## config.mk

```make
export PLATFORM = sky130hd
export DESIGN_NAME = multicycleControl
export DESIGN_NICKNAME = d
export VERILOG_FILES = /design/src/mipsCtrlPkg.sv /design/src/controlOutputs.sv /design/src/controlSequencer.sv /design/src/instrDecoder.sv /design/src/multicycleControl.sv
export SDC_FILE = /design/constraint.sdc
export NUM_CORES = 1
export LEC_CHECK = 0
export BUFFER_PORTS_ARGS = -buffer_cell sky130_fd_sc_hd__buf_2
export CORE_ASPECT_RATIO = 0.8
export CORE_MARGIN = 2
export CORE_UTILIZATION = 45
export CTS_CLUSTER_SIZE = 25
export DETAILED_ROUTE_END_ITERATION = 8
export HOLD_SLACK_MARGIN = 0.08
export PLACE_DENSITY = 0.8
export SYNTH_ARGS = -nofsm -noshare
export SYNTH_HDL_FRONTEND = slang
export SYNTH_SLANG_ARGS = --single-unit
```

## constraint.sdc

```tcl
create_clock -name Clk -period 1.98 [get_ports Clk]
set_input_delay 0.198 -clock Clk [delete_from_list [all_inputs] [get_ports Clk]]
set_output_delay 0.198 -clock Clk [all_outputs]
set_load 0.05 [all_outputs]
```

## src/mipsCtrlPkg.sv

```systemverilog
`default_nettype none

package mipsCtrlPkg;

	localparam int OpWidth = 6;	// opcode and funct field width

	typedef enum logic [OpWidth-1:0]
	{
		FunctOp = 6'h00,	// R-type, operation in funct
		JOp     = 6'h02,
		BeqOp   = 6'h04,
		BneOp   = 6'h05,
		LuiOp   = 6'h0F,
		LwOp    = 6'h23,
		SwOp    = 6'h2B
	} opcodeT;

	typedef enum logic [OpWidth-1:0]
	{
		NopFunct   = 6'h00,
		BreakFunct = 6'h0D,
		AddFunct   = 6'h20,
		SubFunct   = 6'h22,
		AndFunct   = 6'h24,
		XorFunct   = 6'h26
	} functT;

	// numbering follows the StateOut encoding seen by the datapath
	typedef enum logic [7:0]
	{
		Reset,
		Fetch, FetchDelay1, FetchDelay2,
		Decode,
		Beq, Bne, Lw, Sw, Lui, J, Nop,
		Add, RWait, And, Sub, Xor, Break,
		LwAddrComp, SwAddrComp, WriteBack, LwDelay1, LwDelay2, SwDelay
	} ctrlStateT;

	typedef enum logic [2:0]
	{
		AluNone = 3'b000,
		AluAdd  = 3'b001,
		AluSub  = 3'b010,
		AluAnd  = 3'b011,
		AluXor  = 3'b110
	} aluSelT;

	localparam logic SrcAPc  = 1'b0;	// alu operand A from PC
	localparam logic SrcAReg = 1'b1;	// alu operand A from register A

	localparam logic [1:0] SrcBReg      = 2'b00;	// register B
	localparam logic [1:0] SrcBFour     = 2'b01;	// constant 4 for PC increment
	localparam logic [1:0] SrcBImm      = 2'b10;	// sign extended offset
	localparam logic [1:0] SrcBImmShift = 2'b11;	// offset shifted left by 2

	localparam logic [1:0] PcSrcAlu    = 2'b00;	// alu result, PC + 4
	localparam logic [1:0] PcSrcAluOut = 2'b01;	// branch target from ALUOut
	localparam logic [1:0] PcSrcJump   = 2'b10;	// jump target from IR

	localparam logic [1:0] MemtoRegAluOut = 2'b00;
	localparam logic [1:0] MemtoRegMdr    = 2'b01;
	localparam logic [1:0] MemtoRegImm    = 2'b10;	// upper immediate for LUI

endpackage

`default_nettype wire

```

## src/controlOutputs.sv

```systemverilog
`default_nettype none
`timescale 1ns/1ps

module controlOutputs
(
	input  mipsCtrlPkg::ctrlStateT state,
	input  logic                   AluZero,
	output logic                   PcLoad,
	output logic                   Wr,	// memory write, read otherwise
	output logic                   IrWrite,
	output logic                   RegWrite,
	output logic                   RegsReset,
	output logic                   RegDst,
	output logic                   IorD,	// 1 selects data address
	output logic                   ALoad,
	output logic                   BLoad,
	output logic                   MdrLoad,
	output logic                   AluOutLoad,
	output mipsCtrlPkg::aluSelT    AluSel,
	output logic                   AluSrcA,
	output logic [1:0]             AluSrcB,
	output logic [1:0]             PcSource,
	output logic [1:0]             MemtoReg
);
	import mipsCtrlPkg::*;

	always_comb
	begin
		PcLoad     = 1'b0;
		Wr         = 1'b0;
		IrWrite    = 1'b0;
		RegWrite   = 1'b0;
		RegsReset  = 1'b0;
		RegDst     = 1'b0;
		IorD       = 1'b0;
		ALoad      = 1'b0;
		BLoad      = 1'b0;
		MdrLoad    = 1'b0;
		AluOutLoad = 1'b0;
		AluSel     = AluNone;
		AluSrcA    = SrcAPc;
		AluSrcB    = SrcBReg;
		PcSource   = PcSrcAlu;
		MemtoReg   = MemtoRegAluOut;

		case (state)
			Reset:
				RegsReset = 1'b1;	// clears A, B, PC, MDR, ALUOut, IR and regfile
			Fetch,
			FetchDelay1:
			begin
				IrWrite = 1'b1;	// hold the read until data settles
				MdrLoad = 1'b1;
				AluSrcB = SrcBFour;
			end
			FetchDelay2:
			begin
				IrWrite = 1'b1;
				MdrLoad = 1'b1;
				PcLoad  = 1'b1;	// PC <= PC + 4
				AluSel  = AluAdd;
				AluSrcB = SrcBFour;
			end
			Decode:
			begin
				ALoad      = 1'b1;
				BLoad      = 1'b1;
				AluOutLoad = 1'b1;	// branch target kept in ALUOut
				AluSel     = AluAdd;
				AluSrcB    = SrcBImmShift;
			end
			Add,
			And,
			Sub,
			Xor:
			begin
				AluOutLoad = 1'b1;
				AluSrcA    = SrcAReg;
				AluSrcB    = SrcBReg;
				case (state)
					And:     AluSel = AluAnd;
					Sub:     AluSel = AluSub;
					Xor:     AluSel = AluXor;
					default: AluSel = AluAdd;
				endcase
			end
			RWait:
			begin
				RegWrite = 1'b1;
				RegDst   = 1'b1;	// rd field
				MemtoReg = MemtoRegAluOut;
			end
			Beq,
			Bne:
			begin
				PcLoad   = (state == Beq) ? AluZero : ~AluZero;
				AluSel   = AluSub;	// compare A and B
				AluSrcA  = SrcAReg;
				PcSource = PcSrcAluOut;
			end
			J:
			begin
				PcLoad     = 1'b1;
				PcSource   = PcSrcJump;
				AluSel     = AluAdd;
				AluSrcB    = SrcBImmShift;
				IorD       = 1'b1;
				AluOutLoad = 1'b1;
			end
			Lui:
			begin
				RegWrite = 1'b1;	// rt gets the immediate
				MemtoReg = MemtoRegImm;
			end
			LwAddrComp,
			SwAddrComp:
			begin
				AluSel     = AluAdd;	// A + offset
				AluSrcA    = SrcAReg;
				AluSrcB    = SrcBImm;
				AluOutLoad = 1'b1;
			end
			Lw,
			LwDelay1,
			LwDelay2:
			begin
				IorD    = 1'b1;
				MdrLoad = 1'b1;
			end
			Sw,
			SwDelay:
			begin
				Wr   = 1'b1;
				IorD = 1'b1;
			end
			WriteBack:
			begin
				RegWrite = 1'b1;
				MemtoReg = MemtoRegMdr;	// loaded word into rt
			end
			default:
				AluSel = AluNone;	// Nop, Break and illegal states stay idle
		endcase
	end

endmodule

`default_nettype wire

```

## src/controlSequencer.sv

```systemverilog
`default_nettype none
`timescale 1ns/1ps

module controlSequencer
(
	input  logic                   Clk,
	input  logic                   Reset_signal,
	input  mipsCtrlPkg::ctrlStateT dispatchState,	// valid during Decode
	output mipsCtrlPkg::ctrlStateT state
);
	import mipsCtrlPkg::*;

	ctrlStateT nextState;

	always_ff @(posedge Clk or posedge Reset_signal)
	begin
		if (Reset_signal)
			state <= Reset;
		else
			state <= nextState;
	end

	always_comb
	begin
		case (state)
			Reset:       nextState = Fetch;
			Fetch:       nextState = FetchDelay1;	// memory read wait
			FetchDelay1: nextState = FetchDelay2;
			FetchDelay2: nextState = Decode;
			Decode:      nextState = dispatchState;

			Add,
			And,
			Sub,
			Xor:         nextState = RWait;	// result written next cycle
			Break:       nextState = Break;	// halt until reset

			LwAddrComp:  nextState = Lw;
			Lw:          nextState = LwDelay1;
			LwDelay1:    nextState = LwDelay2;
			LwDelay2:    nextState = WriteBack;

			SwAddrComp:  nextState = Sw;
			Sw:          nextState = SwDelay;	// write held for two cycles

			RWait,
			Nop,
			Beq,
			Bne,
			J,
			Lui,
			WriteBack,
			SwDelay:     nextState = Fetch;

			default:     nextState = Reset;	// illegal encoding
		endcase
	end

endmodule

`default_nettype wire

```

## src/instrDecoder.sv

```systemverilog
`default_nettype none
`timescale 1ns/1ps

module instrDecoder
(
	input  logic [mipsCtrlPkg::OpWidth-1:0] Op,
	input  logic [mipsCtrlPkg::OpWidth-1:0] Funct,	// only meaningful for R-type
	output mipsCtrlPkg::ctrlStateT          dispatchState
);
	import mipsCtrlPkg::*;

	opcodeT opCode;
	functT  functCode;

	assign opCode    = opcodeT'(Op);
	assign functCode = functT'(Funct);

	always_comb
	begin
		case (opCode)
			FunctOp:
			begin
				case (functCode)
					AddFunct:   dispatchState = Add;
					AndFunct:   dispatchState = And;
					SubFunct:   dispatchState = Sub;
					XorFunct:   dispatchState = Xor;
					BreakFunct: dispatchState = Break;
					NopFunct:   dispatchState = Nop;
					default:    dispatchState = Nop;	// unknown funct runs as nop
				endcase
			end
			BeqOp:   dispatchState = Beq;
			BneOp:   dispatchState = Bne;
			JOp:     dispatchState = J;
			LuiOp:   dispatchState = Lui;
			LwOp:    dispatchState = LwAddrComp;	// address first
			SwOp:    dispatchState = SwAddrComp;
			default: dispatchState = Nop;	// unknown opcode
		endcase
	end

endmodule

`default_nettype wire

```

## src/multicycleControl.sv

```systemverilog
`default_nettype none
`timescale 1ns/1ps

module multicycleControl
(
	input  logic                            Clk,
	input  logic                            Reset_signal,
	input  logic [mipsCtrlPkg::OpWidth-1:0] Op,
	input  logic [mipsCtrlPkg::OpWidth-1:0] Funct,
	input  logic                            AluZero,
	output mipsCtrlPkg::ctrlStateT          StateOut,
	output logic                            PcLoad,
	output logic                            Wr,
	output logic                            IrWrite,
	output logic                            RegWrite,
	output logic                            RegsReset,
	output logic                            RegDst,
	output logic                            IorD,
	output logic                            ALoad,
	output logic                            BLoad,
	output logic                            MdrLoad,
	output logic                            AluOutLoad,
	output mipsCtrlPkg::aluSelT             AluSel,
	output logic                            AluSrcA,
	output logic [1:0]                      AluSrcB,
	output logic [1:0]                      PcSource,
	output logic [1:0]                      MemtoReg
);
	import mipsCtrlPkg::*;

	ctrlStateT dispatchState;	// decoder result for the Decode step

	instrDecoder decoder
	(
		.Op            (Op),
		.Funct         (Funct),
		.dispatchState (dispatchState)
	);

	controlSequencer sequencer
	(
		.Clk           (Clk),
		.Reset_signal  (Reset_signal),
		.dispatchState (dispatchState),
		.state         (StateOut)	// registered state is the exported one
	);

	controlOutputs outputs
	(
		.state      (StateOut),
		.AluZero    (AluZero),
		.PcLoad     (PcLoad),
		.Wr         (Wr),
		.IrWrite    (IrWrite),
		.RegWrite   (RegWrite),
		.RegsReset  (RegsReset),
		.RegDst     (RegDst),
		.IorD       (IorD),
		.ALoad      (ALoad),
		.BLoad      (BLoad),
		.MdrLoad    (MdrLoad),
		.AluOutLoad (AluOutLoad),
		.AluSel     (AluSel),
		.AluSrcA    (AluSrcA),
		.AluSrcB    (AluSrcB),
		.PcSource   (PcSource),
		.MemtoReg   (MemtoReg)
	);

endmodule

`default_nettype wire

```

## Yosys cells after proc, flatten, opt, wreduce, memory -nomap -nowiden

Index checks and enable logic that the tools add are counted.

| cells by class | value |
|---|---|
| eq/ne operators | 34 |
| mux-type cells | 20 |
| bitwise logic cells | 1 |
| reduce and logical (&&, ||, !) cells | 16 |

Operator list:

| operator | count |
|---|---|
| $pmux 5 s13 | 1 |
| $eq 5x4->1 const B | 8 |
| $eq 5x5->1 const B | 8 |
| $eq 6x6->1 const B | 6 |
| $pmux 5 s7 | 1 |
| $pmux 5 s5 | 1 |
| $eq 5x3->1 const B | 4 |
| $pmux 3 s3 | 2 |
| $reduce_or 8->1 | 2 |
| $eq 6x3->1 const B | 2 |
| $eq 6x4->1 const B | 2 |
| $reduce_or 6->1 | 2 |
| $mux 1 | 11 |
| $eq 5x2->1 const B | 2 |
| $reduce_or 2->1 | 5 |
| $reduce_or 9->1 | 1 |
| $logic_not 8->1 | 1 |
| $pmux 2 s2 | 2 |
| $eq 6x2->1 const B | 1 |
| $logic_not 6->1 | 1 |
| $pmux 2 s3 | 1 |
| $reduce_or 3->1 | 2 |
| $eq 5x1->1 const B | 1 |
| $reduce_or 5->1 | 1 |
| other kinds (3) | 3 |

| storage, ports and cells | value |
|---|---|
| register bits after elaboration | 5 |
| input port bits | 15 |
| output and inout port bits | 29 |
| word-level logic and storage cells | 72 |

## Depth between registers and ports, before layout

| depth | value |
|---|---|
| depth after elaboration | 4 |
| depth in mapped cells | 6 |
| mapped depth without buffers | 4 |

## Hierarchy

A second synthesis with hierarchy kept.

| second synthesis, totals | value |
|---|---|
| cells, all modules | 189 |
| area, all modules | 1421.4 um^2 |

Modules (own cells, without submodules):

| module | times used | cells an instance | area each (um^2) | sequential area each (um^2) |
|---|---|---|---|---|
| controlSequencer | 1 | 68 | 638.1 | 200.2 |
| controlOutputs | 1 | 83 | 524.3 | 0.0 |
| instrDecoder | 1 | 38 | 259.0 | 0.0 |

## Least setup slack after synthesis

Ideal clock, no wire load.

| path | value |
|---|---|
| path type | register to output |
| start | reg sequencer.state[0] |
| end | out MdrLoad |
| arrival | 3.670 ns |
| required time | 1.782 ns |
| setup slack | -1.888 ns |
| cell stages (with the launch flop) | 5 |
| buffers on the path | 2 |
| cells stage by stage | dfrtp_1 buf_2 buf_2 nor2_1 a2111oi_0 |

| on the way | value |
|---|---|
| cells in the longest elaborated chain, start to end | 3 |
| elaborated cells on any way between the ends | 8 |
| those cells by class | 6 x eq/ne; 1 x mux; 1 x reduce/logical |

Ends and longest elaborated chain:

| what | line | RTL |
|---|---|---|
| from (decl) | controlSequencer.sv:9 | `output mipsCtrlPkg::ctrlStateT state` |
| from (signal assigned) | controlSequencer.sv:18 | `state <= Reset;` |
| from (signal assigned) | controlSequencer.sv:20 | `state <= nextState;` |
| $eq 5x3->1 (tied with other cells) | controlOutputs.sv:46 | `case (state)` |
| $reduce_or 6->1 (no line) * | n/a |  |
| $mux 1 * | controlOutputs.sv:46 |  |
| to (decl) | multicycleControl.sv:21 | `output logic MdrLoad,` |

Every way passes the cells marked *; elsewhere a longest branch is shown, timed or not.

## Worst setup path after layout

| path | value |
|---|---|
| start | reg sequencer.state[2] |
| end | out AluOutLoad |

| on the way | value |
|---|---|
| cells in the longest elaborated chain, start to end | 3 |
| elaborated cells on any way between the ends | 10 |
| those cells by class | 8 x eq/ne; 1 x mux; 1 x reduce/logical |

Ends and longest elaborated chain:

| what | line | RTL |
|---|---|---|
| $eq 5x3->1 (tied with other cells) | controlOutputs.sv:46 |  |
| $reduce_or 8->1 (no line) * | n/a |  |
| $mux 1 * | controlOutputs.sv:46 |  |
| to (decl) | multicycleControl.sv:22 | `output logic AluOutLoad,` |

Marks and branches as above.

==> impl_metrics.json <==
{
  "vias_per_cell": 6.23,
  "grtUsageMet2": 0.439,
  "synth_seq_area_share": 0.122,
  "hp-class": "in2reg",
  "r2r_cells": 5,
  "synth_cell_types": 49,
  "rsz0062_at_grt": "yes",
  "numCtsBuffers": 3,
  "place_ws_ps": 138,
  "clk_pin_slew_ps": 50,
  "crit_arrival_ps": 1740,
  "grt_max_degree": 25,
  "num_io_pins": 44,
  "synth_flop_cell": "dfrtp_1",
  "clkSinkCount": 5,
  "cp.depth": 5,
  "drv_slew": 0,
  "worst-setup-path-type": "reg2out",
  "io_buffers": 40,
  "status": "completed",
  "die-area_um2": 2690,
  "worst_pin_slew_ps": 546,
  "critPathCaptureType": "output pin",
  "r2r-start": "sequencer.state[0]$_DFF_PP0_",
  "met1_usage": 0.391,
  "hold_viol_final": 0,
  "fin_crit_sh": 0.980,
  "core-area_um2": 2160,
  "grt_util_met3": 0.0661,
  "layout-drive-gt1-share": 0.466,
  "crit_path_start_kind": "register",
  "dr.pass1.iters": 5,
  "critPathBufInv": 1,
  "wirelength_um": 3860,
  "synth_top_area_cell": "dfrtp_1",
  "max_freq_mhz": 515,
  "syn-cell-area_um2": 1030,
  "avgSynthCellArea_um2": 6.59,
  "synth_area_leaders": "dfrtp_1, nor2_1, o21ai_0",
  "rrSetupSlack_ps": 120,
  "cp-endpoint": "AluOutLoad",
  "fin_crit_ps": 1940,
  "cap_violations": 0,
  "largest_register_ffs": 5,
  "async_flop_share": 1.00,
  "busiest_layer": "met2",
  "area_delta_synth_final_pct": 54.1,
  "grt_use_total": 0.282,
  "dp_hpwl_um": 2650,
  "die_h_um": 46.8,
  "worstPathMaxFanout": 13,
  "setup_violations": 0,
  "rows": 15,
  "relSlewSlack": 0.631,
  "die_w_um": 57.5,
  "place.gp.congestion": 0.914,
  "yosys_warnings": 0,
  "cts_tree": "built",
  "initial_core_util": 0.477,
  "diodes": 0,
  "whs_ps": 349,
  "crit_path_max_incr_delay_ps": 540,
  "post_drt_wl_per_cell_um": 16.7,
  "cts_buffer_depth": 2,
  "ys_ff_latch": 5,
  "utilization": 0.734,
  "cts_root_buffer": "clkbuf_4",
  "syn_inst": 156,
  "regMostFlops": "sequencer.state",
  "worstReg2RegEnd": "sequencer.state[1]$_DFF_PP0_",
  "vias": 1440,
  "cp-startpoint": "sequencer.state[2]$_DFF_PP0_",
  "path_cells": "nand2b_1 > nor2_2 > nor2_1 > o21ai_1 > clkbuf_4",
  "tns_ps": 0,
  "grt_overflow": 0,
  "grt_pass1_wl_um": 5730,
  "crit_required_ps": 1780,
  "largestRegisters": "sequencer.state: 5 flops",
  "postRouteAntennaNets": 0,
  "drt_iter0_drc": 118,
  "critical_path.top_delay_family": "flip-flops",
  "synth-edff-count": 0,
  "route.detailed.drc": 0,
  "fin_skew_ps": 7.96,
  "grt_pass1_vias": 1207,
  "cts.htree.levels": 1,
  "crit_path_top_delay_cell": "dfrtp_4",
  "synth_top_area_frac": 0.122,
  "nNetsFinal": 222,
  "setup_slack_ps": 40.1,
  "antenna_found_initial": 0,
  "clock_latency_ps": 260
}
==> how the worst min path moves through the flow <==
| stage | from | cells past startpoint | slack (ps) | endpoint |
|---|---|---|---|---|
| floorplan | Reset_signal | 1 | -20 | sequencer.state[0]$_DFF_PP0_ |
| finish | Op[4] | 3 | 350 | sequencer.state[0]$_DFF_PP0_ |
| global route | Op[3] | 3 | 340 | sequencer.state[0]$_DFF_PP0_ |
| global placement | Reset_signal | 2 | 90 | sequencer.state[3]$_DFF_PP0_ |
| detailed placement | Reset_signal | 2 | 100 | sequencer.state[2]$_DFF_PP0_ |
| CTS | Op[4] | 3 | 330 | sequencer.state[0]$_DFF_PP0_ |
==> worst reg2reg max path, cell delays in order (launching register included) <==
cell and delay (ps):
dfrtp_2 500, buf_4 180, or3_4 410, nor4b_4 330, o21ai_0 180, o211ai_1 150
==> cells in the mapped netlist (2+ instances only) <==
cell	count
dfrtp_1	5
nor3_1	5
nor2_1	25
clkbuf_1	5
o211ai_1	2
o22ai_1	4
xnor2_1	2
o21ai_0	13
nor4bb_1	3
o21a_1	2
nor2b_1	7
o31ai_1	3
nand4b_1	2
a21o_1	2
buf_4	4
nand2_1	16
or3_1	4
mux2i_1	2
a21oi_1	5
buf_2	6
inv_1	2
nand2b_1	7
nand4_1	2
a211o_1	2
nand3_1	2
==> cell usage in the layout (no fill, tap or decap), types with 3 or more instances in the layout <==
cell      Yosys  final
buf_2         6     29
buf_4         4     21
nor2_1       25     19
nand2_1      16     15
o21ai_0      13     11
clkbuf_4      0      9
nor2b_1       7      6
nand2b_1      7      6
a21oi_1       5      5
or3_1         4      4
nor2_4        0      3
nor4bb_1      3      3
nor2_2        0      3
conb_1        1      3
buf_6         1      3
dfrtp_2       0      3
==> layout make-up <==
cell class / count / area, um2
sequential: 5 / 136
multi-input combinational: 133 / 968
clock buffer: 4 / 26.3
tap: 25 / 31.3
inverter: 3 / 11.3
timing repair buffer: 61 / 412
fill: 162 / 573
==> metrics by stage <==
| step | cells | cell area (um2) |
|---|---|---|
| 2_1_floorplan | 158 | 1200 |
| 3_3_place_gp | 217 | 1410 |
| 3_5_place_dp | 217 | 1410 |
| 4_1_cts | 225 | 1510 |
| 5_1_grt | 231 | 1590 |
| 6_report | 231 | 1590 |
==> cell families after synthesis <==
group                     Yosys count  synth area share
muxes                               2            0.0195
xor gates and xnor gates            3            0.0256
other                               1           0.00365
DFF                                 5             0.122
buffers and inverters              20             0.102
and+or+nand+nor                    81             0.433
AOI/OAI and AO/OA                  44             0.294
==> routing by layer <==
metal / vias to the layer above / share of wire
li1: 670 / -
met1: 655 / 0.40
met2: 97 / 0.46
met3: 18 / 0.10
met4: 0 / 0.032
met5: - / 0
==> timing repair <==
action | 4_1_cts | 5_1_grt
setup buffers | 3 | 6
hold endpoints to repair | 5 | 0
hold buffers | 1 | 0
setup endpoints to repair | 10 | 14
gates resized for setup | 7 | 14
Power is left out: the tool's default activity adds up to more than one toggle a clock period on the data nets, which glitch-free logic cannot reach.
